File: config.mk
export PLATFORM = sky130hd
export DESIGN_NAME = fetch_stage_flat
export DESIGN_NICKNAME = d
export VERILOG_FILES = /design/src/hdl/legv8_pkg.sv /design/src/hdl/pipe_ctrl_if.sv /design/src/hdl/fetch_stage.sv /design/src/flat_wrapper.sv
export VERILOG_INCLUDE_DIRS = /design/src /design/src/include
export SDC_FILE = /design/constraint.sdc
export NUM_CORES = 1
export LEC_CHECK = 0
export BUFFER_PORTS_ARGS = -buffer_cell sky130_fd_sc_hd__buf_2
export CAP_MARGIN = 20
export CORE_AREA = 2 2 121 123
export CTS_CLUSTER_SIZE = 25
export DETAILED_ROUTE_END_ITERATION = 6
export DIE_AREA = 0 0 123 125
export PLACE_DENSITY = 0.79
export SYNTH_ARGS = -nofsm -noshare
export SYNTH_HDL_FRONTEND = slang
export SYNTH_SLANG_ARGS = --single-unit
File: constraint.sdc
create_clock -name CLOCK -period 1.8 [get_ports CLOCK]
set_clock_uncertainty 0.1 [all_clocks]
set_input_delay 0.27 -clock CLOCK [delete_from_list [all_inputs] [get_ports CLOCK]]
set_output_delay 0.27 -clock CLOCK [all_outputs]
set_load 0.02 [all_outputs]
File: src/include/legv8_defines.svh
`ifndef LEGV8_DEFINES_SVH
`define LEGV8_DEFINES_SVH

// Datapath widths
`define LEGV8_XLEN      64
`define LEGV8_INSN_W    32
`define LEGV8_REG_W     5
`define LEGV8_OPC_W     11

`define LEGV8_ZERO_REG  31   // x31 reads as zero
`define LEGV8_PC_STEP   4    // One instruction per fetch

// Primary opcode field, instr[31:21]
`define LEGV8_OPC_ADD   11'b10001011000
`define LEGV8_OPC_SUB   11'b11001011000
`define LEGV8_OPC_AND   11'b10001010000
`define LEGV8_OPC_ORR   11'b10101010000
`define LEGV8_OPC_LDUR  11'b11111000010
`define LEGV8_OPC_STUR  11'b11111000000

`endif

File: src/hdl/legv8_pkg.sv
`default_nettype none

package legv8_pkg;

  // Decoded instruction class
  typedef enum logic [2:0] {
    OPC_ADD,
    OPC_SUB,
    OPC_AND,
    OPC_ORR,
    OPC_LDUR,
    OPC_STUR,
    OPC_NOP
  } opcode_e;

  typedef enum logic [1:0] {
    ALU_AND = 2'd0,
    ALU_ORR = 2'd1,
    ALU_ADD = 2'd2,
    ALU_SUB = 2'd3
  } alu_op_e;

  // Operand source in EX
  typedef enum logic [1:0] {
    FWD_NONE = 2'd0,
    FWD_WB   = 2'd1,
    FWD_MEM  = 2'd2
  } fwd_sel_e;

  // All-zero word is a bubble
  typedef struct packed {
    alu_op_e alu_op;
    logic    alu_src;     // Immediate as ALU input B
    logic    mem_read;
    logic    mem_write;
    logic    reg_write;
    logic    mem_to_reg;  // Load data to Rd
  } ctrl_t;

endpackage

`default_nettype wire

File: src/hdl/pipe_ctrl_if.sv
`timescale 1ns/1ns
`default_nettype none
`include "legv8_defines.svh"

interface pipe_ctrl_if
  import legv8_pkg::*;
();

  logic [`LEGV8_REG_W-1:0] id_rn;         // ID sources after reg2loc
  logic [`LEGV8_REG_W-1:0] id_rm;
  logic [`LEGV8_REG_W-1:0] ex_rd;         // ID/EX fields
  logic [`LEGV8_REG_W-1:0] ex_rn;
  logic [`LEGV8_REG_W-1:0] ex_rm;
  logic                    ex_mem_read;
  logic [`LEGV8_REG_W-1:0] mem_rd;        // EX/MEM destination
  logic                    mem_reg_write;
  logic [`LEGV8_REG_W-1:0] wb_rd;         // MEM/WB destination
  logic                    wb_reg_write;
  logic                    stall;
  fwd_sel_e                fwd_a;
  fwd_sel_e                fwd_b;

  modport control (
    input  id_rn, id_rm, ex_rd, ex_rn, ex_rm, ex_mem_read,
    input  mem_rd, mem_reg_write, wb_rd, wb_reg_write,
    output stall, fwd_a, fwd_b
  );
  modport fetch (input stall);
  modport decode (output id_rn, id_rm, ex_rd, ex_rn, ex_rm, ex_mem_read, input stall);
  modport execute (input ex_rd, fwd_a, fwd_b, output mem_rd, mem_reg_write);
  modport writeback (input mem_rd, output wb_rd, wb_reg_write);

endinterface

`default_nettype wire

File: src/hdl/fetch_stage.sv
`timescale 1ns/1ns
`default_nettype none
`include "legv8_defines.svh"

module fetch_stage (
  input  wire                       CLOCK,
  input  wire                       arst_n,
  input  wire  [`LEGV8_INSN_W-1:0]  instr,
  pipe_ctrl_if.fetch                ctrl,
  output logic [`LEGV8_XLEN-1:0]    pc,
  output logic [`LEGV8_XLEN-1:0]    ifid_pc,
  output logic [`LEGV8_INSN_W-1:0]  ifid_instr
);

  // PC and IF/ID both freeze on a load-use stall
  always_ff @(posedge CLOCK or negedge arst_n) begin
    if (!arst_n) begin
      pc         <= '0;
      ifid_pc    <= '0;
      ifid_instr <= '0;                    // NOP word
    end else if (!ctrl.stall) begin
      pc         <= pc + `LEGV8_PC_STEP;
      ifid_pc    <= pc;
      ifid_instr <= instr;
    end
  end

endmodule

`default_nettype wire

File: src/flat_wrapper.sv
// flat-port wrapper written by rule: the top's interface ports become plain ports
module fetch_stage_flat 
  (CLOCK, arst_n, instr, pc, ifid_pc, ifid_instr, ctrl_stall);
  pipe_ctrl_if ctrl_i ();
  input  wire CLOCK;
  input  wire arst_n;
  input  wire  [`LEGV8_INSN_W-1:0] instr;
  output logic [`LEGV8_XLEN-1:0] pc;
  output logic [`LEGV8_XLEN-1:0] ifid_pc;
  output logic [`LEGV8_INSN_W-1:0] ifid_instr;
  input wire logic [$bits(ctrl_i.stall)-1:0] ctrl_stall;
  assign ctrl_i.stall = ctrl_stall;
  fetch_stage u_core (.CLOCK(CLOCK), .arst_n(arst_n), .instr(instr), .ctrl(ctrl_i), .pc(pc), .ifid_pc(ifid_pc), .ifid_instr(ifid_instr));
endmodule
==> impl_results.md <==
* Status: finished, violations left
* Failing checks: setup timing
* Initial Utilization at 44.6%
* Sequential fraction of the synthesis area at between 60% and 70%
* Synth Register Bits at 156
* Filler cells at between 900 and 1000
* # rows at 44
* Area of the multi-input gates at 0.00253 mm²
* Peak Freq at 548 MHz
* Proportion of layout cells with a drive suffix above 1 at 56.2%
* CP required at 2.01 ns
* Worst setup path class: flop to flop
* All-Layer GR Usage at 20.9%
* Reg area at just under 0.004 mm²
* Area Growth Syn to Fin at 46.7%
* Synthesis Warnings at 0
* CP Max Fanout at 8
* Post-route cell area at 0.00928 mm²
* CTS tree: yes
* Arrival time worst endpoint at around 2 ns
* Setup_tns at -0.0544 ns
* Post-synth top area share at 61.7%
* Reg clk slew, reported paths at 0.06 ns
* Mapped Area at about 0.0063 mm²
* Pins Over Slew Limit at 0
* RSZ-0062 raised after global routing: yes
* Overflow after GRT at 0
* GPL Wtd Cong at around 0.82
* Clk root buf: clkbuf_16
* Syn Inst Count at 469
* DRC viols at 0
* # diodes at 0
* Initial antenna violation count at 0
* Vias in the first global route at 5061
* Reg2Reg Depth at 7
* H-tree Lvls at 4
* Peak supply drop at 0.606 mV
* First-pass iteration count of the detailed router at 4
* # setup viols final at 4
* Area of the core at between 0.01 and 0.015 mm²
* DR vias/cell at 4.94
* Cell taking the most area after synthesis: dfrtp_1
* CP Capture Type: flop
* First-pass GRT wire length at 24900 µm
* Top cells by area, synth: dfrtp_1 62%, mux2_2 15%, xnor2_1 4.4%
* Leakage at approximately 4.9 nW
* Net count, final at 810
* Final core occ at 65.4%
* Die Ht at 125 µm
* Post-route minimum period at 1.82 ns
* Routed Antenna Nets at 0
* Clk sinks at 156
* Power Dens Cells at 970 mW/mm²
* Startpoint Class: flop
* Final period utilization at 101%
* Area of placed instances at 0.00808 mm²
* Starting DRC count in detailed routing at 217
* Final Hold Fails at 0
* Post-place setup slack at -0.209 ns
* CTS max path bufs at 2
* HPWL after DPL at between 10000 and 15000 µm
* Die area at approximately 0.015 mm²
* WL per Instance at between 15 and 20 µm
* Hold Crit Class: primary input to async pin
* Via Count at roughly 4800
* I/O Buffers at 190
* DRT Wirelength at 15800 µm
* Synth cell types at 34
* Chip Width at 123 µm
* Worst-skew pair later-pin latency at 0.42 ns
* Mapped Avg Cell Area at approximately 13 µm²
* Final worst-path setup slack at -0.0240 ns
* Max-Cap Viols at 0
* Total power at 9.00 mW
* Num CTS Buffers at 17
* Num ports at between 150 and 200
* Largest net degree at the start of global routing at 70
placed cells by master (no fill, tap or decap), drive strengths merged:
| cell type | count |
|---|---|
| nand2 | 31 |
| o21ai | 8 |
| nand3 | 27 |
| or2 | 1 |
| clkbuf | 21 |
| dfrtp | 156 |
| clkinvlp | 1 |
| nor4 | 11 |
| mux2 | 86 |
| nor2b | 1 |
| a21o | 1 |
| nand4 | 14 |
| or4 | 1 |
| bufinv | 4 |
| nand2b | 1 |
| ha | 1 |
| nor3 | 13 |
| nor2 | 17 |
| buf | 268 |
| inv | 8 |
| and4 | 1 |
| clkinv | 6 |
| xnor2 | 32 |
| conb | 4 |
| dlygate4sd3 | 33 |
| and3 | 9 |
| nand4b | 2 |
| xor2 | 29 |
power breakdown:
group          switching [mW]  internal [mW]  total (mW)
clock                    1.38           2.42        3.80
sequential              0.157           3.73        3.89
combinational           0.723          0.588        1.31
worst max-delay path, cell delays in order (launching register included):
cell	delay, ns
dfrtp_2	0.38
nand4_4	0.18
nor4_4	0.30
buf_4	0.15
and4_1	0.18
buf_6	0.16
nand4_1	0.12
xnor2_1	0.14
final timing paths:
check                                   startpoint            endpoint  slack (ns)
worst min register to register  u_core.ifid_pc[54]  u_core.ifid_pc[54]        0.38
worst max-delay path                 u_core.pc[16]       u_core.pc[56]       -0.02
max in group asynchronous                   arst_n       u_core.pc[41]        0.73
worst max register to register       u_core.pc[16]       u_core.pc[56]       -0.02
min in group CLOCK                      ctrl_stall       u_core.pc[10]        0.29
worst min-delay path                        arst_n  u_core.ifid_pc[33]        0.20
layer usage:
layer	up-vias	GRT usage [%]	part of all wire, %
met1	2382	25.2	42
met4	0	6.89	1.1
met5	-	0	0
li1	2233	-	-
met2	161	35.3	51
met3	18	6.75	6.2
what timing repair did:
item,4_1_cts,5_1_grt
hold buffers,33,0
endpoints found under the hold margin,83,0
endpoints found under the setup margin,23,33
buffers inserted,2,3
resized for setup,13,23
pin swaps,11,16
stage by stage:
step | instances | hold slack, ns
2_1_floorplan | 472 | -0.126
3_3_place_gp | 901 | 0.0730
3_5_place_dp | 901 | 0.0803
4_1_cts | 968 | 0.189
5_1_grt | 971 | 0.219
6_report | 971 | 0.200
layout make-up:
cell class,instances,share of cell area (%)
flip-flops and latches,156,42.3
multi-input cells,290,27.3
repair buffers,301,20.8
clock buffers,21,5.07
well taps,184,2.48
clock inverters,11,1.78
inverters,8,0.323
state kept, by name (all words and copies together), names as in the netlist:
signal             flops
u_core.ifid_instr     32
u_core.ifid_pc        62
u_core.pc             62
cells by family (layout without fill, tap and decap cells):
family	Yosys count	after routing	synth area share, %
simple gates	129	129	11.6
xor+xnor	61	61	8.44
compound gates	9	9	0.751
mux	86	86	15.3
flops	156	156	61.7
buf+inv	26	341	1.98
fa+ha+maj	1	1	0.198
other cells	1	4	0.0593
synth_stat cells (all sizes together):
cell / n
dfrtp: 156
mux2: 86
xnor2: 32
nand2: 31
xor2: 29
nand3: 27
nor2: 17
nand4: 14
nor3: 13
buf: 11
nor4: 11
and3: 9
inv: 8
o21ai: 8
clkbuf: 7
nand4b: 2
a21o: 1
and4: 1
conb: 1
ha: 1
nand2b: 1
nor2b: 1
or2: 1
or4: 1
(Power assumes the default switching activity.)
