**config.mk**
```make
export PLATFORM = sky130hd
export DESIGN_NAME = pipeline_control_flat
export DESIGN_NICKNAME = d
export VERILOG_FILES = /design/src/hdl/legv8_pkg.sv /design/src/hdl/pipe_ctrl_if.sv /design/src/hdl/pipeline_control.sv /design/src/flat_wrapper.sv
export VERILOG_INCLUDE_DIRS = /design/src /design/src/include
export SDC_FILE = /design/constraint.sdc
export NUM_CORES = 1
export LEC_CHECK = 0
export BUFFER_PORTS_ARGS = -buffer_cell sky130_fd_sc_hd__buf_2
export CAP_MARGIN = 20
export CORE_AREA = 2 2 39 41
export DETAILED_ROUTE_END_ITERATION = 6
export DIE_AREA = 0 0 41 43
export GPL_ROUTABILITY_DRIVEN = 0
export PLACE_DENSITY = 0.73
export SKIP_LAST_GASP = 1
export SLEW_MARGIN = 30
export SYNTH_ARGS = -nofsm -noshare
export SYNTH_HDL_FRONTEND = slang
export SYNTH_SLANG_ARGS = --single-unit
```
**constraint.sdc**
```tcl
create_clock -name vclk -period 0.9
set_clock_uncertainty 0.05 [all_clocks]
set_input_delay 0.09 -clock vclk [all_inputs]
set_output_delay 0.09 -clock vclk [all_outputs]
set_load 0.1 [all_outputs]
```
**src/include/legv8_defines.svh**
```systemverilog
`ifndef LEGV8_DEFINES_SVH
`define LEGV8_DEFINES_SVH

// Datapath widths
`define LEGV8_XLEN      64
`define LEGV8_INSN_W    32
`define LEGV8_REG_W     5
`define LEGV8_OPC_W     11

`define LEGV8_ZERO_REG  31   // x31 reads as zero
`define LEGV8_PC_STEP   4    // One instruction per fetch

// Primary opcode field, instr[31:21]
`define LEGV8_OPC_ADD   11'b10001011000
`define LEGV8_OPC_SUB   11'b11001011000
`define LEGV8_OPC_AND   11'b10001010000
`define LEGV8_OPC_ORR   11'b10101010000
`define LEGV8_OPC_LDUR  11'b11111000010
`define LEGV8_OPC_STUR  11'b11111000000

`endif

```
**src/hdl/legv8_pkg.sv**
```systemverilog
`default_nettype none

package legv8_pkg;

  // Decoded instruction class
  typedef enum logic [2:0] {
    OPC_ADD,
    OPC_SUB,
    OPC_AND,
    OPC_ORR,
    OPC_LDUR,
    OPC_STUR,
    OPC_NOP
  } opcode_e;

  typedef enum logic [1:0] {
    ALU_AND = 2'd0,
    ALU_ORR = 2'd1,
    ALU_ADD = 2'd2,
    ALU_SUB = 2'd3
  } alu_op_e;

  // Operand source in EX
  typedef enum logic [1:0] {
    FWD_NONE = 2'd0,
    FWD_WB   = 2'd1,
    FWD_MEM  = 2'd2
  } fwd_sel_e;

  // All-zero word is a bubble
  typedef struct packed {
    alu_op_e alu_op;
    logic    alu_src;     // Immediate as ALU input B
    logic    mem_read;
    logic    mem_write;
    logic    reg_write;
    logic    mem_to_reg;  // Load data to Rd
  } ctrl_t;

endpackage

`default_nettype wire

```
**src/hdl/pipe_ctrl_if.sv**
```systemverilog
`timescale 1ns/1ns
`default_nettype none
`include "legv8_defines.svh"

interface pipe_ctrl_if
  import legv8_pkg::*;
();

  logic [`LEGV8_REG_W-1:0] id_rn;         // ID sources after reg2loc
  logic [`LEGV8_REG_W-1:0] id_rm;
  logic [`LEGV8_REG_W-1:0] ex_rd;         // ID/EX fields
  logic [`LEGV8_REG_W-1:0] ex_rn;
  logic [`LEGV8_REG_W-1:0] ex_rm;
  logic                    ex_mem_read;
  logic [`LEGV8_REG_W-1:0] mem_rd;        // EX/MEM destination
  logic                    mem_reg_write;
  logic [`LEGV8_REG_W-1:0] wb_rd;         // MEM/WB destination
  logic                    wb_reg_write;
  logic                    stall;
  fwd_sel_e                fwd_a;
  fwd_sel_e                fwd_b;

  modport control (
    input  id_rn, id_rm, ex_rd, ex_rn, ex_rm, ex_mem_read,
    input  mem_rd, mem_reg_write, wb_rd, wb_reg_write,
    output stall, fwd_a, fwd_b
  );
  modport fetch (input stall);
  modport decode (output id_rn, id_rm, ex_rd, ex_rn, ex_rm, ex_mem_read, input stall);
  modport execute (input ex_rd, fwd_a, fwd_b, output mem_rd, mem_reg_write);
  modport writeback (input mem_rd, output wb_rd, wb_reg_write);

endinterface

`default_nettype wire

```
**src/hdl/pipeline_control.sv**
```systemverilog
`timescale 1ns/1ns
`default_nettype none
`include "legv8_defines.svh"

module pipeline_control
  import legv8_pkg::*;
(
  pipe_ctrl_if.control ctrl
);

  // MEM result is newer than WB, so it is checked first
  function automatic fwd_sel_e pick_source(
    input logic [`LEGV8_REG_W-1:0] src,
    input logic                    mem_wr,
    input logic [`LEGV8_REG_W-1:0] mem_rd,
    input logic                    wb_wr,
    input logic [`LEGV8_REG_W-1:0] wb_rd
  );
    if (mem_wr && (mem_rd != `LEGV8_ZERO_REG) && (mem_rd == src)) return FWD_MEM;
    if (wb_wr && (wb_rd != `LEGV8_ZERO_REG) && (wb_rd == src)) return FWD_WB;
    return FWD_NONE;
  endfunction

  // Load in EX feeding the instruction in ID
  assign ctrl.stall = ctrl.ex_mem_read && (ctrl.ex_rd != `LEGV8_ZERO_REG) &&
                      ((ctrl.ex_rd == ctrl.id_rn) || (ctrl.ex_rd == ctrl.id_rm));

  assign ctrl.fwd_a = pick_source(ctrl.ex_rn, ctrl.mem_reg_write, ctrl.mem_rd,
                                  ctrl.wb_reg_write, ctrl.wb_rd);
  assign ctrl.fwd_b = pick_source(ctrl.ex_rm, ctrl.mem_reg_write, ctrl.mem_rd,
                                  ctrl.wb_reg_write, ctrl.wb_rd);

endmodule

`default_nettype wire

```
**src/flat_wrapper.sv**
```systemverilog
// flat-port wrapper written by rule: the top's interface ports become plain ports
module pipeline_control_flat import legv8_pkg::*;
  (ctrl_id_rn, ctrl_id_rm, ctrl_ex_rd, ctrl_ex_rn, ctrl_ex_rm, ctrl_ex_mem_read, ctrl_mem_rd, ctrl_mem_reg_write, ctrl_wb_rd, ctrl_wb_reg_write, ctrl_stall, ctrl_fwd_a, ctrl_fwd_b);
  pipe_ctrl_if ctrl_i ();
  input wire logic [$bits(ctrl_i.id_rn)-1:0] ctrl_id_rn;
  input wire logic [$bits(ctrl_i.id_rm)-1:0] ctrl_id_rm;
  input wire logic [$bits(ctrl_i.ex_rd)-1:0] ctrl_ex_rd;
  input wire logic [$bits(ctrl_i.ex_rn)-1:0] ctrl_ex_rn;
  input wire logic [$bits(ctrl_i.ex_rm)-1:0] ctrl_ex_rm;
  input wire logic [$bits(ctrl_i.ex_mem_read)-1:0] ctrl_ex_mem_read;
  input wire logic [$bits(ctrl_i.mem_rd)-1:0] ctrl_mem_rd;
  input wire logic [$bits(ctrl_i.mem_reg_write)-1:0] ctrl_mem_reg_write;
  input wire logic [$bits(ctrl_i.wb_rd)-1:0] ctrl_wb_rd;
  input wire logic [$bits(ctrl_i.wb_reg_write)-1:0] ctrl_wb_reg_write;
  output wire logic [$bits(ctrl_i.stall)-1:0] ctrl_stall;
  output wire logic [$bits(ctrl_i.fwd_a)-1:0] ctrl_fwd_a;
  output wire logic [$bits(ctrl_i.fwd_b)-1:0] ctrl_fwd_b;
  assign ctrl_i.id_rn = ctrl_id_rn;
  assign ctrl_i.id_rm = ctrl_id_rm;
  assign ctrl_i.ex_rd = ctrl_ex_rd;
  assign ctrl_i.ex_rn = ctrl_ex_rn;
  assign ctrl_i.ex_rm = ctrl_ex_rm;
  assign ctrl_i.ex_mem_read = ctrl_ex_mem_read;
  assign ctrl_i.mem_rd = ctrl_mem_rd;
  assign ctrl_i.mem_reg_write = ctrl_mem_reg_write;
  assign ctrl_i.wb_rd = ctrl_wb_rd;
  assign ctrl_i.wb_reg_write = ctrl_wb_reg_write;
  assign ctrl_stall = ctrl_i.stall;
  assign ctrl_fwd_a = ctrl_i.fwd_a;
  assign ctrl_fwd_b = ctrl_i.fwd_b;
  pipeline_control u_core (.ctrl(ctrl_i));
endmodule
```
==> results by group <==
Synth
  – Top-count cell post-synth: xor2_1
  – Syn Inst Count: 52
  – Synth top area share: 0.447
  – Yosys warnings: 0
  – Syn_nets: 90
  – Cell Area, Synth: between 300 and 400 um2
  – XOR/XNOR Fraction of Synth Area: 0.671
  – Simple-gate portion of the synthesized area: 0.278
  – Yosys top cell by area: xor2_1
  – Compound-Gate Fraction of Synth Area: 0.0511
  – Mux cell area share after synthesis: 0
  – Adder-cell area share of the yosys netlist: 0
  – Register area share after synthesis: 0
  – Synth area leaders: xor2_1 (45%), xnor2_1 (22%), nand3_1 (8.9%)
  – Post-synth top cells: xor2_1 (20), xnor2_1 (10), nand3_1 (7), nand2_1 (3)
  – Avg Inst Size Synth: 7.53 um2
  – Main combinational cell family by area after synthesis: XOR/XNOR gates
  – Yosys cell types: 11

Cells and area
  – Multi-input gate area: 568 um2
  – Synthesis-to-finish area growth: 210%
  – Clock buf count: 0
  – Filler Cells Inserted: 68
  – Seq_cells: 0
  – FF+latch area: 0 um2
  – # diodes: 0
  – Nets@finish: 162
  – Non-Filler Instances: 138
  – Layout cell share with drive strength beyond 1: 0.762
  – Final core utilization: 0.878

Worst setup path
  – CP max FO: 3
  – Largest delay contributor family on the critical path: buffers and inverters
  – Crit. End Element: primary output
  – Worst EP arrival: 1.38 ns
  – Buffers plus inverters on the worst setup path: 4
  – Critical path class: in2out
  – CP required: 0.76 ns
  – CP max-delay cell: nor4_4
  – Critical Path Start Type: input pin
  – CP Cell Sequence: buf_6, buf_4, xor2_1, nor4_4, buf_4, nor4_4, buf_12
  – Slowest stage delay, CP: ~0.36 ns

GRT
  – Grt total ovfl: 0
  – First-pass GRT wire length: 2.94 mm
  – Largest net degree at the start of global routing: 4
  – Initial antenna violation count: 0
  – GRT Total Usage: 0.237
  – Vias in the first global route: 718

Clock network
  – Hold Buf Count CTS: 0

Detailed routing
  – DR pass1 iterations: 1
  – Avg WL per Cell: 17.6 um
  – Antenna Nets Post-Route: 0
  – DR DRC count: 0
  – Initial DRC count: 0
  – Routed Wire Length: 2.42 mm
  – Via density: just over 5
  – Routed vias: 702

Power
  – P per Cell Area: 491 nW/um2
  – Peak VDD IR: 0.000279 V
  – Static leakage: 0.552 nW

Timing
  – Final Hold Viols: 0
  – Final TNS setup: -2.63 ns
  – Fin crit period: ~1.5 ns
  – Setup WS post-layout: -0.618 ns
  – Final slew viol count: 0
  – Relative slew slack: 0.787
  – Slew @ Worst Pin: 0.317 ns
  – Worst hold margin: 0.569 ns
  – RSZ-0062 raised after global routing: true
  – Fmax: about 660 MHz
  – Final setup vio count: 5
  – Tcrit/Tclk final: 1.69

Run status
  – Outcome: finished with violations
  – Failing checks: negative setup slack

Floorplan
  – Core area: around 1400 um2
  – Die Y: 43 um
  – IO Pins: 43
  – Std cell rows: 14
  – Die W: 41 um
  – Initial core utilization: 0.283
  – Die ar.: 1760 um2

Placement
  – Number of cells after detailed placement: ~130
  – IO Port Bufs: 43
  – DP Wirelength: 1.37 mm

Hold path
  – Min-delay worst type: in2out

Flow run
  – Max_cap viols: 0
## stage by stage
step | total power [mW] | cell area [um2] | setup WS (ns)
floorplan | 0.207 | 480 | -1.13
global placement | 0.440 | 956 | -0.688
detailed placement | 0.452 | 956 | -0.698
CTS | 0.512 | 1100 | -0.536
global route | 0.626 | 1210 | -0.673
finish | 0.596 | 1210 | -0.618
## kinds of logic after synthesis
| family | after synthesis |
|---|---|
| simple gates | 18 |
| compound gates | 4 |
| xor+xnor | 30 |
## report_power, final
part           switching, mW  internal, mW
sequential                 0             0
combinational          0.276         0.320
clock                      0             0
## cell usage in the layout, fill, tap and decap left out, drive strengths merged
cell type,netlist,layout
xnor2,10,10
o21ai,3,3
nor3,2,2
nor4,4,4
nand3,7,7
a21oi,1,1
xor2,20,20
or4,2,2
nand2,3,3
buf,0,70
## tightest hold or removal path, cell delays in order
cell	delay [ns]
buf_2	0.10
o21ai_0	0.13
a21oi_4	0.05
buf_12	0.16
## worst paths after layout
| path | slack, ns | from | to | cells past startpoint |
|---|---|---|---|---|
| worst max-delay path | -0.62 | ctrl_mem_rd[0] | ctrl_fwd_a[0] | 7 |
| worst min-delay path | 0.57 | ctrl_ex_mem_read | ctrl_stall | 4 |
## cell type report
class | count | share of cell area
well taps | 16 | 0.0165
repair buffers | 70 | 0.516
multi-input cells | 52 | 0.468
## metal layers
| layer | vias to the layer above | global-route usage | part of all wire |
|---|---|---|---|
| li1 | 321 | - | - |
| met1 | 332 | 0.230 | 0.36 |
| met2 | 43 | 0.506 | 0.52 |
| met3 | 6 | 0.0157 | 0.088 |
| met4 | 0 | 0 | 0.028 |
| met5 | - | 0 | 0 |
## what timing repair did
item | in CTS | in global routing
hold endpoints to repair | 0 | 0
pin swaps | 12 | 17
gates resized for setup | 26 | 23
setup endpoints to repair | 5 | 5
buffers inserted | 5 | 1
Power figures use the tool's default switching activity.
