<file path="src/include/legv8_defines.svh">
`ifndef LEGV8_DEFINES_SVH
`define LEGV8_DEFINES_SVH

// Datapath widths
`define LEGV8_XLEN      64
`define LEGV8_INSN_W    32
`define LEGV8_REG_W     5
`define LEGV8_OPC_W     11

`define LEGV8_ZERO_REG  31   // x31 reads as zero
`define LEGV8_PC_STEP   4    // One instruction per fetch

// Primary opcode field, instr[31:21]
`define LEGV8_OPC_ADD   11'b10001011000
`define LEGV8_OPC_SUB   11'b11001011000
`define LEGV8_OPC_AND   11'b10001010000
`define LEGV8_OPC_ORR   11'b10101010000
`define LEGV8_OPC_LDUR  11'b11111000010
`define LEGV8_OPC_STUR  11'b11111000000

`endif

</file>
<file path="src/hdl/legv8_pkg.sv">
`default_nettype none

package legv8_pkg;

  // Decoded instruction class
  typedef enum logic [2:0] {
    OPC_ADD,
    OPC_SUB,
    OPC_AND,
    OPC_ORR,
    OPC_LDUR,
    OPC_STUR,
    OPC_NOP
  } opcode_e;

  typedef enum logic [1:0] {
    ALU_AND = 2'd0,
    ALU_ORR = 2'd1,
    ALU_ADD = 2'd2,
    ALU_SUB = 2'd3
  } alu_op_e;

  // Operand source in EX
  typedef enum logic [1:0] {
    FWD_NONE = 2'd0,
    FWD_WB   = 2'd1,
    FWD_MEM  = 2'd2
  } fwd_sel_e;

  // All-zero word is a bubble
  typedef struct packed {
    alu_op_e alu_op;
    logic    alu_src;     // Immediate as ALU input B
    logic    mem_read;
    logic    mem_write;
    logic    reg_write;
    logic    mem_to_reg;  // Load data to Rd
  } ctrl_t;

endpackage

`default_nettype wire

</file>
<file path="src/hdl/pipe_ctrl_if.sv">
`timescale 1ns/1ns
`default_nettype none
`include "legv8_defines.svh"

interface pipe_ctrl_if
  import legv8_pkg::*;
();

  logic [`LEGV8_REG_W-1:0] id_rn;         // ID sources after reg2loc
  logic [`LEGV8_REG_W-1:0] id_rm;
  logic [`LEGV8_REG_W-1:0] ex_rd;         // ID/EX fields
  logic [`LEGV8_REG_W-1:0] ex_rn;
  logic [`LEGV8_REG_W-1:0] ex_rm;
  logic                    ex_mem_read;
  logic [`LEGV8_REG_W-1:0] mem_rd;        // EX/MEM destination
  logic                    mem_reg_write;
  logic [`LEGV8_REG_W-1:0] wb_rd;         // MEM/WB destination
  logic                    wb_reg_write;
  logic                    stall;
  fwd_sel_e                fwd_a;
  fwd_sel_e                fwd_b;

  modport control (
    input  id_rn, id_rm, ex_rd, ex_rn, ex_rm, ex_mem_read,
    input  mem_rd, mem_reg_write, wb_rd, wb_reg_write,
    output stall, fwd_a, fwd_b
  );
  modport fetch (input stall);
  modport decode (output id_rn, id_rm, ex_rd, ex_rn, ex_rm, ex_mem_read, input stall);
  modport execute (input ex_rd, fwd_a, fwd_b, output mem_rd, mem_reg_write);
  modport writeback (input mem_rd, output wb_rd, wb_reg_write);

endinterface

`default_nettype wire

</file>
<file path="src/hdl/memory_writeback.sv">
`timescale 1ns/1ns
`default_nettype none
`include "legv8_defines.svh"

module memory_writeback
  import legv8_pkg::*;
(
  input  wire                      CLOCK,
  input  wire                      arst_n,
  input  wire ctrl_t               mem_ctrl,
  input  wire  [`LEGV8_XLEN-1:0]   mem_alu,
  input  wire  [`LEGV8_XLEN-1:0]   mem_store_data,
  input  wire  [`LEGV8_XLEN-1:0]   mem_rdata,
  pipe_ctrl_if.writeback           ctrl,
  output logic [`LEGV8_XLEN-1:0]   mem_addr,
  output logic [`LEGV8_XLEN-1:0]   mem_wdata,
  output logic                     mem_read,
  output logic                     mem_write,
  output logic                     wb_valid,
  output logic [`LEGV8_REG_W-1:0]  wb_reg,
  output logic [`LEGV8_XLEN-1:0]   wb_data
);

  logic                    wb_reg_write_q;
  logic                    wb_mem_to_reg_q;
  logic [`LEGV8_REG_W-1:0] wb_rd_q;
  logic [`LEGV8_XLEN-1:0]  wb_alu_q;
  logic [`LEGV8_XLEN-1:0]  wb_load_q;

  assign mem_addr  = mem_alu;              // Base plus offset
  assign mem_wdata = mem_store_data;
  assign mem_read  = mem_ctrl.mem_read;
  assign mem_write = mem_ctrl.mem_write;

  always_ff @(posedge CLOCK or negedge arst_n) begin
    if (!arst_n) begin
      wb_reg_write_q  <= 1'b0;
      wb_mem_to_reg_q <= 1'b0;
      wb_rd_q         <= '0;
    end else begin
      wb_reg_write_q  <= mem_ctrl.reg_write;
      wb_mem_to_reg_q <= mem_ctrl.mem_to_reg;
      wb_rd_q         <= ctrl.mem_rd;
    end
  end

  always_ff @(posedge CLOCK) begin
    wb_alu_q  <= mem_alu;
    wb_load_q <= mem_rdata;
  end

  // Writes to x31 are discarded here
  assign wb_valid          = wb_reg_write_q && (wb_rd_q != `LEGV8_ZERO_REG);
  assign wb_reg            = wb_rd_q;
  assign wb_data           = wb_mem_to_reg_q ? wb_load_q : wb_alu_q;
  assign ctrl.wb_rd        = wb_rd_q;
  assign ctrl.wb_reg_write = wb_valid;

endmodule

`default_nettype wire

</file>
<file path="src/flat_wrapper.sv">
// flat-port wrapper written by rule: the top's interface ports become plain ports
module memory_writeback_flat import legv8_pkg::*;
  (CLOCK, arst_n, mem_ctrl, mem_alu, mem_store_data, mem_rdata, mem_addr, mem_wdata, mem_read, mem_write, wb_valid, wb_reg, wb_data, ctrl_mem_rd, ctrl_wb_rd, ctrl_wb_reg_write);
  pipe_ctrl_if ctrl_i ();
  input  wire CLOCK;
  input  wire arst_n;
  input  wire ctrl_t mem_ctrl;
  input  wire  [`LEGV8_XLEN-1:0] mem_alu;
  input  wire  [`LEGV8_XLEN-1:0] mem_store_data;
  input  wire  [`LEGV8_XLEN-1:0] mem_rdata;
  output logic [`LEGV8_XLEN-1:0] mem_addr;
  output logic [`LEGV8_XLEN-1:0] mem_wdata;
  output logic mem_read;
  output logic mem_write;
  output logic wb_valid;
  output logic [`LEGV8_REG_W-1:0] wb_reg;
  output logic [`LEGV8_XLEN-1:0] wb_data;
  input wire logic [$bits(ctrl_i.mem_rd)-1:0] ctrl_mem_rd;
  output wire logic [$bits(ctrl_i.wb_rd)-1:0] ctrl_wb_rd;
  output wire logic [$bits(ctrl_i.wb_reg_write)-1:0] ctrl_wb_reg_write;
  assign ctrl_i.mem_rd = ctrl_mem_rd;
  assign ctrl_wb_rd = ctrl_i.wb_rd;
  assign ctrl_wb_reg_write = ctrl_i.wb_reg_write;
  memory_writeback u_core (.CLOCK(CLOCK), .arst_n(arst_n), .mem_ctrl(mem_ctrl), .mem_alu(mem_alu), .mem_store_data(mem_store_data), .mem_rdata(mem_rdata), .ctrl(ctrl_i), .mem_addr(mem_addr), .mem_wdata(mem_wdata), .mem_read(mem_read), .mem_write(mem_write), .wb_valid(wb_valid), .wb_reg(wb_reg), .wb_data(wb_data));
endmodule
</file>
<file path="config.mk">
export PLATFORM = sky130hd
export DESIGN_NAME = memory_writeback_flat
export DESIGN_NICKNAME = d
export VERILOG_FILES = /design/src/hdl/legv8_pkg.sv /design/src/hdl/pipe_ctrl_if.sv /design/src/hdl/memory_writeback.sv /design/src/flat_wrapper.sv
export VERILOG_INCLUDE_DIRS = /design/src /design/src/include
export SDC_FILE = /design/constraint.sdc
export NUM_CORES = 1
export LEC_CHECK = 0
export ABC_AREA = 1
export BUFFER_PORTS_ARGS = -buffer_cell sky130_fd_sc_hd__buf_2
export CAP_MARGIN = 20
export CORE_AREA = 2 2 161 163
export DETAILED_ROUTE_END_ITERATION = 8
export DIE_AREA = 0 0 163 165
export GPL_TIMING_DRIVEN = 0
export HOLD_SLACK_MARGIN = 0.12
export PLACE_DENSITY = 0.52
export SKIP_LAST_GASP = 1
export SYNTH_ARGS = -nofsm -noshare
export SYNTH_HDL_FRONTEND = slang
export SYNTH_SLANG_ARGS = --single-unit
</file>
<file path="constraint.sdc">
create_clock -name CLOCK -period 1.2 [get_ports CLOCK]
set_input_delay 0.18 -clock CLOCK [delete_from_list [all_inputs] [get_ports CLOCK]]
set_output_delay 0.18 -clock CLOCK [all_outputs]
set_load 0.01 [all_outputs]
</file>
==> reports/results.ini <==
[detailed_routing]
vias_per_cell=3.51
drt-pass1-iter-count=4
drc=0
drtIter0Drc=81
dr_total_vias=4669
wire_per_inst_um=12.9
finalWirelength_mm=17.1
antenna_left=0

[yosys]
syn-num-nets=688
yosysSeqAreaShare_pct=54.5
synth-seq-cells=135
post_synth.cell_area_avg_sq_um=10.4
synth_cells=482
yosys_warnings=0
syn_area_sq_um=5030
synth.distinct_cells=13

[power_and_ir_drop]
power_leakage_uw=0.00491
powerDensity_nw_per_um2=1270
vdd_drop_max_mv=0.704

[cells_and_area]
layout_commonest_cell=buf_2
layout.area.seq_sq_um=2740
drive_gt1_share_pct=61.2
final_nets=1194
diodes=0
layout_common_cells=323 x buf_2, 137 x dlygate4sd3_1, 134 x buf_4
n_fill_cell=2506
syn2layout_area_growth_pct=87.4
multiInputGateArea_sq_um=897
design_area_sq_um=9420

[setup_path]
cp_max_fo=10
cp-end-kind=output pin
crit_family=buffers and inverters
path_buf_inv=3
arrival_ps=1520
cp_slowest_cell=dfrtp_2
slowest_delay_ps=460
crit_chain=clkbuf_16 > buf_8 > o21ai_2 > buf_6
worstPathRequired_ps=1020
worstSetupStartpointType=flop
crit_type=reg2out

[clocking]
cts_max_level=4
root_buffer=clkbuf_16
path_clk_slew_ps=70
cts_max_path_buffers=2
numClockSinks=135
cts_tree=yes
numCtsBuffers=17

[floorplan]
ios=412
placeableCoreArea_sq_um=25000
start_util_pct=20.1
dieArea_sq_um=26900
die_y_um=165
num_rows=58
die_w_um=163

[placed_design]
place.gp.congestion=0.724
hpwlAfterDp_mm=12.5
portBuffers=342
dp_slack_ps=-151
placed_cell_area_sq_um=7150

[grt]
grtUsageTotal_pct=12.0
grt-busiest-layer=met2
grt_pass1_vias=4589
grt_max_degree=17
grt_use_met3_pct=4.22
grt-ovfl-total=0
use_met1_pct=11.6
met2_usage_pct=23.5
antenna_found_initial=0
grt_pass1_wl_mm=23.9

[timing]
finalHoldWorstSlack_ps=394
fin_crit_sh_pct=142
rsz0062_at_grt=yes
finalHoldViolations=0
fmax_mhz=588
worst_pin_slew_ps=340
slew_viol_final=0
min_period_ps=1700
setup_violations=76
setup_ws_ps=-501
timing.slew.headroom_pct=77.2

[hold_path]
hold_class=in2reg

[job]
cap_viol_max_count=0

[outcome]
violations=setup timing
status=finished with violations

-- sequential cells by signal, summed over array words and instances, names as in the netlist --
register,flops
u_core.wb_mem_to_reg_q,1
u_core.wb_load_q,64
u_core.ctrl.wb_rd,5
u_core.wb_alu_q,64
u_core.wb_reg_write_q,1
-- where the power goes --
part / switching, uW / total, uW / internal, uW
registers: 73.3 / 4800 / 4730
logic: 901 / 2180 / 1280
clock network: 2240 / 4980 / 2740
total: 3220 / 12000 / 8750
-- metal layers --
metal	routed length, um	up-vias
li1	-	2346
met1	5870	2067
met2	9560	241
met3	1460	15
met4	253	0
met5	0	-
-- Yosys cell counts --
master    instances  area share [%]
nand2_2           4            0.50
clkbuf_8          1            0.27
inv_1            65             4.9
nand3_1           1           0.099
buf_12            3             1.2
buf_8             3            0.90
dfxtp_1         128              51
nor2_1            2            0.15
nand2_1          61             4.6
o21ai_2          64              11
buf_4           136              20
dfrtp_1           7             3.5
buf_6             7             1.6
-- cell families after synthesis --
family                 after synthesis  synth area share, %
AOI/OAI and AO/OA                   64                 11.1
buffers and inverters              215                 29.1
DFF                                135                 54.5
and+or+nand+nor                     68                 5.30
-- layout make-up --
cell class | count | area share [%]
multi-input combinational | 132 | 9.52
clock buffer | 18 | 4.55
inverter | 65 | 2.59
sequential | 135 | 29.1
tap | 330 | 4.38
buffer | 150 | 13.4
timing repair buffer | 487 | 35.1
clock inverter | 14 | 1.39
-- path summary, 6_finish.rpt --
| kind | startpoint | to | slack, ps | cells after the start |
|---|---|---|---|---|
| worst max-delay path | u_core.wb_mem_to_reg_q | wb_data[48] | -500 | 4 |
| worst min-delay path | mem_rdata[9] | u_core.wb_load_q[9] | 390 | 2 |
| max in group asynchronous | arst_n | u_core.wb_mem_to_reg_q | 180 | 3 |
| min in group asynchronous | arst_n | u_core.ctrl.wb_rd[0] | 730 | 3 |
-- repair_timing --
| item | in CTS | in global routing |
|---|---|---|
| hold endpoints to repair | 142 | 0 |
| hold buffers | 137 | 0 |
| endpoints found under the setup margin | 71 | 74 |
| buffers inserted | 5 | 3 |
| gates resized for setup | 25 | 36 |
| cloned | 0 | 1 |
| pin swaps | 3 | 12 |
-- stage by stage --
step	TNS, ps	std cells	utilization, %	total power (uW)
3_3_place_gp	-1650	1154	28.6	6620
3_5_place_dp	-2120	1154	28.6	6630
4_1_cts	-32580	1328	36.9	12100
6_report	-30620	1331	37.6	12000
5_1_grt	-36430	1331	37.6	12600
2_1_floorplan	0	482	-	5830
Power figures use the tool's default switching activity.
