**src/include/legv8_defines.svh**
```systemverilog
`ifndef LEGV8_DEFINES_SVH
`define LEGV8_DEFINES_SVH

// Datapath widths
`define LEGV8_XLEN      64
`define LEGV8_INSN_W    32
`define LEGV8_REG_W     5
`define LEGV8_OPC_W     11

`define LEGV8_ZERO_REG  31   // x31 reads as zero
`define LEGV8_PC_STEP   4    // One instruction per fetch

// Primary opcode field, instr[31:21]
`define LEGV8_OPC_ADD   11'b10001011000
`define LEGV8_OPC_SUB   11'b11001011000
`define LEGV8_OPC_AND   11'b10001010000
`define LEGV8_OPC_ORR   11'b10101010000
`define LEGV8_OPC_LDUR  11'b11111000010
`define LEGV8_OPC_STUR  11'b11111000000

`endif

```
**src/hdl/legv8_pkg.sv**
```systemverilog
`default_nettype none

package legv8_pkg;

  // Decoded instruction class
  typedef enum logic [2:0] {
    OPC_ADD,
    OPC_SUB,
    OPC_AND,
    OPC_ORR,
    OPC_LDUR,
    OPC_STUR,
    OPC_NOP
  } opcode_e;

  typedef enum logic [1:0] {
    ALU_AND = 2'd0,
    ALU_ORR = 2'd1,
    ALU_ADD = 2'd2,
    ALU_SUB = 2'd3
  } alu_op_e;

  // Operand source in EX
  typedef enum logic [1:0] {
    FWD_NONE = 2'd0,
    FWD_WB   = 2'd1,
    FWD_MEM  = 2'd2
  } fwd_sel_e;

  // All-zero word is a bubble
  typedef struct packed {
    alu_op_e alu_op;
    logic    alu_src;     // Immediate as ALU input B
    logic    mem_read;
    logic    mem_write;
    logic    reg_write;
    logic    mem_to_reg;  // Load data to Rd
  } ctrl_t;

endpackage

`default_nettype wire

```
**src/hdl/pipe_ctrl_if.sv**
```systemverilog
`timescale 1ns/1ns
`default_nettype none
`include "legv8_defines.svh"

interface pipe_ctrl_if
  import legv8_pkg::*;
();

  logic [`LEGV8_REG_W-1:0] id_rn;         // ID sources after reg2loc
  logic [`LEGV8_REG_W-1:0] id_rm;
  logic [`LEGV8_REG_W-1:0] ex_rd;         // ID/EX fields
  logic [`LEGV8_REG_W-1:0] ex_rn;
  logic [`LEGV8_REG_W-1:0] ex_rm;
  logic                    ex_mem_read;
  logic [`LEGV8_REG_W-1:0] mem_rd;        // EX/MEM destination
  logic                    mem_reg_write;
  logic [`LEGV8_REG_W-1:0] wb_rd;         // MEM/WB destination
  logic                    wb_reg_write;
  logic                    stall;
  fwd_sel_e                fwd_a;
  fwd_sel_e                fwd_b;

  modport control (
    input  id_rn, id_rm, ex_rd, ex_rn, ex_rm, ex_mem_read,
    input  mem_rd, mem_reg_write, wb_rd, wb_reg_write,
    output stall, fwd_a, fwd_b
  );
  modport fetch (input stall);
  modport decode (output id_rn, id_rm, ex_rd, ex_rn, ex_rm, ex_mem_read, input stall);
  modport execute (input ex_rd, fwd_a, fwd_b, output mem_rd, mem_reg_write);
  modport writeback (input mem_rd, output wb_rd, wb_reg_write);

endinterface

`default_nettype wire

```
**src/hdl/decode_stage.sv**
```systemverilog
`timescale 1ns/1ns
`default_nettype none
`include "legv8_defines.svh"

module decode_stage
  import legv8_pkg::*;
(
  input  wire                       CLOCK,
  input  wire                       arst_n,
  input  wire  [`LEGV8_XLEN-1:0]    ifid_pc,
  input  wire  [`LEGV8_INSN_W-1:0]  ifid_instr,
  input  wire  [`LEGV8_XLEN-1:0]    rd_data_a,
  input  wire  [`LEGV8_XLEN-1:0]    rd_data_b,
  pipe_ctrl_if.decode               ctrl,
  output logic [`LEGV8_REG_W-1:0]   rd_addr_a,
  output logic [`LEGV8_REG_W-1:0]   rd_addr_b,
  output ctrl_t                     ex_ctrl,
  output logic [`LEGV8_XLEN-1:0]    ex_opnd_a,
  output logic [`LEGV8_XLEN-1:0]    ex_opnd_b,
  output logic [`LEGV8_XLEN-1:0]    ex_imm
);

  opcode_e                 opcode;
  ctrl_t                   id_ctrl;
  logic [`LEGV8_REG_W-1:0] id_rm;
  logic [`LEGV8_XLEN-1:0]  id_imm;
  logic [`LEGV8_REG_W-1:0] ex_rd_q;
  logic [`LEGV8_REG_W-1:0] ex_rn_q;
  logic [`LEGV8_REG_W-1:0] ex_rm_q;

  always_comb begin
    case (ifid_instr[31:21])
      `LEGV8_OPC_ADD:  opcode = OPC_ADD;
      `LEGV8_OPC_SUB:  opcode = OPC_SUB;
      `LEGV8_OPC_AND:  opcode = OPC_AND;
      `LEGV8_OPC_ORR:  opcode = OPC_ORR;
      `LEGV8_OPC_LDUR: opcode = OPC_LDUR;
      `LEGV8_OPC_STUR: opcode = OPC_STUR;
      default:         opcode = OPC_NOP;
    endcase
  end

  always_comb begin
    id_ctrl = '0;
    case (opcode)
      OPC_ADD:  id_ctrl = '{alu_op: ALU_ADD, reg_write: 1'b1, default: 1'b0};
      OPC_SUB:  id_ctrl = '{alu_op: ALU_SUB, reg_write: 1'b1, default: 1'b0};
      OPC_AND:  id_ctrl = '{alu_op: ALU_AND, reg_write: 1'b1, default: 1'b0};
      OPC_ORR:  id_ctrl = '{alu_op: ALU_ORR, reg_write: 1'b1, default: 1'b0};
      OPC_LDUR: begin
        id_ctrl = '{alu_op: ALU_ADD, alu_src: 1'b1, mem_read: 1'b1,
                    reg_write: 1'b1, mem_to_reg: 1'b1, default: 1'b0};
      end
      OPC_STUR: begin
        id_ctrl = '{alu_op: ALU_ADD, alu_src: 1'b1, mem_write: 1'b1, default: 1'b0};
      end
      default:  id_ctrl = '0;
    endcase
  end

  // reg2loc picks Rt as the second source of STUR
  assign id_rm     = (opcode == OPC_STUR) ? ifid_instr[4:0] : ifid_instr[20:16];
  assign id_imm    = {{(`LEGV8_XLEN-9){ifid_instr[20]}}, ifid_instr[20:12]};
  assign rd_addr_a = ifid_instr[9:5];
  assign rd_addr_b = id_rm;

  // ID/EX control with a bubble on stall
  always_ff @(posedge CLOCK or negedge arst_n) begin
    if (!arst_n) begin
      ex_ctrl <= '0;
      ex_rd_q <= '0;
      ex_rn_q <= '0;
      ex_rm_q <= '0;
    end else begin
      ex_ctrl <= ctrl.stall ? ctrl_t'('0) : id_ctrl;
      ex_rd_q <= ifid_instr[4:0];
      ex_rn_q <= ifid_instr[9:5];
      ex_rm_q <= id_rm;
    end
  end

  always_ff @(posedge CLOCK) begin
    ex_opnd_a <= rd_data_a;
    ex_opnd_b <= rd_data_b;
    ex_imm    <= id_imm;
  end

  assign ctrl.id_rn       = ifid_instr[9:5];
  assign ctrl.id_rm       = id_rm;
  assign ctrl.ex_rd       = ex_rd_q;
  assign ctrl.ex_rn       = ex_rn_q;
  assign ctrl.ex_rm       = ex_rm_q;
  assign ctrl.ex_mem_read = ex_ctrl.mem_read;

endmodule

`default_nettype wire

```
**src/flat_wrapper.sv**
```systemverilog
// flat-port wrapper written by rule: the top's interface ports become plain ports
module decode_stage_flat import legv8_pkg::*;
  (CLOCK, arst_n, ifid_pc, ifid_instr, rd_data_a, rd_data_b, rd_addr_a, rd_addr_b, ex_ctrl, ex_opnd_a, ex_opnd_b, ex_imm, ctrl_id_rn, ctrl_id_rm, ctrl_ex_rd, ctrl_ex_rn, ctrl_ex_rm, ctrl_ex_mem_read, ctrl_stall);
  pipe_ctrl_if ctrl_i ();
  input  wire CLOCK;
  input  wire arst_n;
  input  wire  [`LEGV8_XLEN-1:0] ifid_pc;
  input  wire  [`LEGV8_INSN_W-1:0] ifid_instr;
  input  wire  [`LEGV8_XLEN-1:0] rd_data_a;
  input  wire  [`LEGV8_XLEN-1:0] rd_data_b;
  output logic [`LEGV8_REG_W-1:0] rd_addr_a;
  output logic [`LEGV8_REG_W-1:0] rd_addr_b;
  output ctrl_t ex_ctrl;
  output logic [`LEGV8_XLEN-1:0] ex_opnd_a;
  output logic [`LEGV8_XLEN-1:0] ex_opnd_b;
  output logic [`LEGV8_XLEN-1:0] ex_imm;
  output wire logic [$bits(ctrl_i.id_rn)-1:0] ctrl_id_rn;
  output wire logic [$bits(ctrl_i.id_rm)-1:0] ctrl_id_rm;
  output wire logic [$bits(ctrl_i.ex_rd)-1:0] ctrl_ex_rd;
  output wire logic [$bits(ctrl_i.ex_rn)-1:0] ctrl_ex_rn;
  output wire logic [$bits(ctrl_i.ex_rm)-1:0] ctrl_ex_rm;
  output wire logic [$bits(ctrl_i.ex_mem_read)-1:0] ctrl_ex_mem_read;
  input wire logic [$bits(ctrl_i.stall)-1:0] ctrl_stall;
  assign ctrl_id_rn = ctrl_i.id_rn;
  assign ctrl_id_rm = ctrl_i.id_rm;
  assign ctrl_ex_rd = ctrl_i.ex_rd;
  assign ctrl_ex_rn = ctrl_i.ex_rn;
  assign ctrl_ex_rm = ctrl_i.ex_rm;
  assign ctrl_ex_mem_read = ctrl_i.ex_mem_read;
  assign ctrl_i.stall = ctrl_stall;
  decode_stage u_core (.CLOCK(CLOCK), .arst_n(arst_n), .ifid_pc(ifid_pc), .ifid_instr(ifid_instr), .rd_data_a(rd_data_a), .rd_data_b(rd_data_b), .ctrl(ctrl_i), .rd_addr_a(rd_addr_a), .rd_addr_b(rd_addr_b), .ex_ctrl(ex_ctrl), .ex_opnd_a(ex_opnd_a), .ex_opnd_b(ex_opnd_b), .ex_imm(ex_imm));
endmodule
```
**config.mk**
```make
export PLATFORM = sky130hd
export DESIGN_NAME = decode_stage_flat
export DESIGN_NICKNAME = d
export VERILOG_FILES = /design/src/hdl/legv8_pkg.sv /design/src/hdl/pipe_ctrl_if.sv /design/src/hdl/decode_stage.sv /design/src/flat_wrapper.sv
export VERILOG_INCLUDE_DIRS = /design/src /design/src/include
export SDC_FILE = /design/constraint.sdc
export NUM_CORES = 1
export LEC_CHECK = 0
export ABC_AREA = 1
export BUFFER_PORTS_ARGS = -buffer_cell sky130_fd_sc_hd__buf_2
export CAP_MARGIN = 20
export CELL_PAD_IN_SITES_DETAIL_PLACEMENT = 1
export CELL_PAD_IN_SITES_GLOBAL_PLACEMENT = 1
export CORE_AREA = 10 10 171 173
export CTS_CLUSTER_DIAMETER = 200
export CTS_CLUSTER_SIZE = 16
export DETAILED_ROUTE_END_ITERATION = 6
export DIE_AREA = 0 0 181 183
export PLACE_DENSITY = 0.61
export SYNTH_ARGS = -nofsm -noshare
export SYNTH_HDL_FRONTEND = slang
export SYNTH_SLANG_ARGS = --single-unit
```
**constraint.sdc**
```tcl
create_clock -name CLOCK -period 2.9 [get_ports CLOCK]
set_input_delay 0.145 -clock CLOCK [delete_from_list [all_inputs] [get_ports CLOCK]]
set_output_delay 0.145 -clock CLOCK [all_outputs]
set_load 0.01 [all_outputs]
```
==> metrics.yaml <==
power:
  ir_drop_uv: 338
  seqPwrFrac_pct: 44.3
  power_switching_uw: 1230
  clockPowerShare_pct: 44.2
  power_density_nw_per_um2: 639
  intPower_uw: 4000
  swShare_pct: 23.6
  leakage_uw: 0.00413
  pwr-share-comb_pct: 11.5
setup_path:
  critPathKind: "in -> out"
  worstSetupEndpointType: "primary output"
  critical-path-slowest-cell: "nor3_4"
  cp_max_fo: 6
  cp_num_cells: 12
  cp_data_required_time_ps: 2760
  crit_path_start: "ifid_instr[23]"
  cp_num_buf_inv: 4
  cp_slowest_stage_delay_ps: 220
  critPathArrivalTime_ps: 1910
  startpoint_type: "input port"
  cp_cell_sequence: "buf_2 -> nor2_2 -> nand2_1 -> nor3_4 -> inv_1 -> ha_1 -> nand2_2 -> nand3_2 -> inv_2 -> nand3_1 -> nand2_1 -> buf_2"
  path_delay_family: "simple AND/OR/NAND/NOR gates"
  crit_end: "rd_addr_b[2]"
finish:
  multi_input_area_um2: 358
  ff_latch_area_um2: 3270
  fin_nets: 1029
  final_layout_size_suffix_gt1_share_pct: 54.1
  n_fill_cell: 2987
  design_area_um2: 8180
  fin_util_pct: 31.7
  area_delta_synth_final_pct: 94.2
clock_network:
  cts_tree: "yes"
  cts_made_buffers: 17
  clock-root-buffer: "clkbuf_16"
  cts_resized: 0
  clk_pin_slew_ps: 70
  cts-htree-levels: 4
  cts_setup_buffers: 0
  clock-sinks: 158
  clockBufferDepth: 2
timing:
  setup_viol: 0
  slew_headroom_pct: 61.9
  slew_violations: 0
  fin_ws_ps: 841
  period_needed_ps: 2060
  fin_crit_sh_pct: 71.0
  setup_tns_ps: 0
  rsz0062_at_grt: "no"
  hold_viol: 0
  worst_pin_slew_ps: 572
  maxClockFrequency_mhz: 486
grt:
  antenna_found_initial: 4
  grt_pass1_vias: 4657
  grt_pass1_wl_mm: 29.5
  gr-total-overflow: 0
  grt_max_degree: 57
  grt.total_usage_pct: 11.9
floorplan:
  core_um2: 25800
  die_area_um2: 33100
  dieWidth_um: 181
  die_h_um: 183
  placementRows: 59
  io_pins: 462
  initial_utilization_pct: 16.3
detailed_routing:
  routed_via_density: 3.43
  wire_per_inst_um: 17.9
  ant_nets: 0
  first_pass_iters: 4
  drc: 0
  drtIter0Drc: 70
  routed_wl_mm: 20.6
  num_vias: 3947
outcome:
  status: "completed"
logic_synthesis:
  ys_seq_area_share_pct: 77.6
  synth-async-reset-ratio_pct: 13.3
  syn-num-nets: 537
  synth_common_cells: "dfxtp_1 (137), buf_4 (72), nand2_1 (22)"
  synth.top_cell.area_share_pct: 65.1
  synth_top_area_cell: "dfxtp_1"
  ys_warn_count: 0
  ys_ff_latch: 158
  syn_inst: 307
  synth.cell_area_um2: 4210
  synth-main-ff-cell: "dfxtp_1"
  synth_edf_count: 0
  synth.most_common_cell: "dfxtp_1"
  ys_top_cells_by_area: "dfxtp_1 (65%), buf_4 (13%), dfrtp_1 (12%)"
  synth.distinct_cells: 18
  avgSynthCellArea_um2: 13.7
placed_design:
  port_buffers: 395
  pre_cts_slack_ps: 824
  postPlaceCellArea_um2: 6070
  place_hpwl_mm: 14.6
  gp_congestion: 0.738
min_path:
  min_path_type: "in -> reg"
  hold_start: "ifid_instr[29]"
flow_run:
  drv_cap: 0
==> routing by layer <==
metal  wire length, um  GRT usage, %  vias to the layer above
met5                 0             0                        -
met4               303          4.26                        0
met3              1400          4.13                       16
met2             12100          23.7                      168
met1              6810          10.8                     1900
li1                  -             -                     1863
==> power by group through the flow <==
stage	clock network, uW	logic, uW	registers, uW
2_1_floorplan	0	118	2430
3_3_place_gp	0	429	2360
3_5_place_dp	0	436	2360
4_1_cts	2400	602	2310
5_1_grt	2500	645	2320
6_report	2310	600	2320
==> flip-flops by register name (all words and copies together), names as in the netlist <==
signal                   cells
u_core.ctrl.ex_mem_read      1
u_core.ctrl.ex_rd            5
u_core.ctrl.ex_rm            5
u_core.ctrl.ex_rn            5
u_core.ex_ctrl               5
u_core.ex_imm                9
u_core.ex_opnd_a            64
u_core.ex_opnd_b            64
==> worst min-delay path by stage <==
stage,end,slack [ps],depth (start not counted)
final,u_core.ctrl.ex_mem_read$_DFF_PN0_,230,6
after global routing,u_core.ctrl.ex_mem_read$_DFF_PN0_,250,6
after CTS,u_core.ctrl.ex_mem_read$_DFF_PN0_,230,6
after detailed placement,u_core.ex_ctrl[6]$_DFF_PN0_,170,1
after global placement,u_core.ex_ctrl[4]$_DFF_PN0_,170,1
after floorplan,u_core.ctrl.ex_mem_read$_DFF_PN0_,-150,0
==> metrics by stage <==
stage	std cells	hold WS [ps]	total power (uW)
CTS	1146	228	5310
detailed placement	966	175	2800
floorplan	307	-151	2550
global placement	966	170	2790
finish	1150	235	5230
global route	1150	249	5470
==> repair_timing <==
item | 4_1_cts | 5_1_grt
setup endpoints to repair | 0 | 0
hold endpoints to repair | 172 | 0
hold buffers | 149 | 0
==> cell type report <==
cell class / count / area share, %
repair buffers: 545 / 42.5
flip-flops and latches: 158 / 40.0
clock buffers: 23 / 6.10
well taps: 335 / 5.12
multi-input cells: 65 / 4.38
clock inverters: 8 / 1.27
inverters: 12 / 0.551
diodes: 4 / 0.122
==> cells in the final DEF, fill, tap and decap left out, types with 3 or more instances in the layout <==
| cell type | instances |
|---|---|
| dfrtp_1 | 21 |
| buf_2 | 395 |
| nand3_1 | 9 |
| nor2_1 | 15 |
| nor2_2 | 3 |
| ha_1 | 3 |
| dfxtp_1 | 137 |
| inv_1 | 10 |
| nand2_1 | 22 |
| clkbuf_8 | 3 |
| dlygate4sd3_1 | 149 |
| diode_2 | 4 |
| clkbuf_16 | 18 |
| nand2_2 | 4 |
==> cells by family (layout without fill, tap and decap cells) <==
kind of cell	count (synthesis)	after routing	share of synthesized area [%]
DFF	158	158	77.6
buffers and inverters	84	588	13.9
and+or+nand+nor	61	61	7.49
adders and majority gates	3	3	0.891
AOI/OAI and AO/OA	1	1	0.119
other	0	4	0
Power figures use the tool's default switching activity.
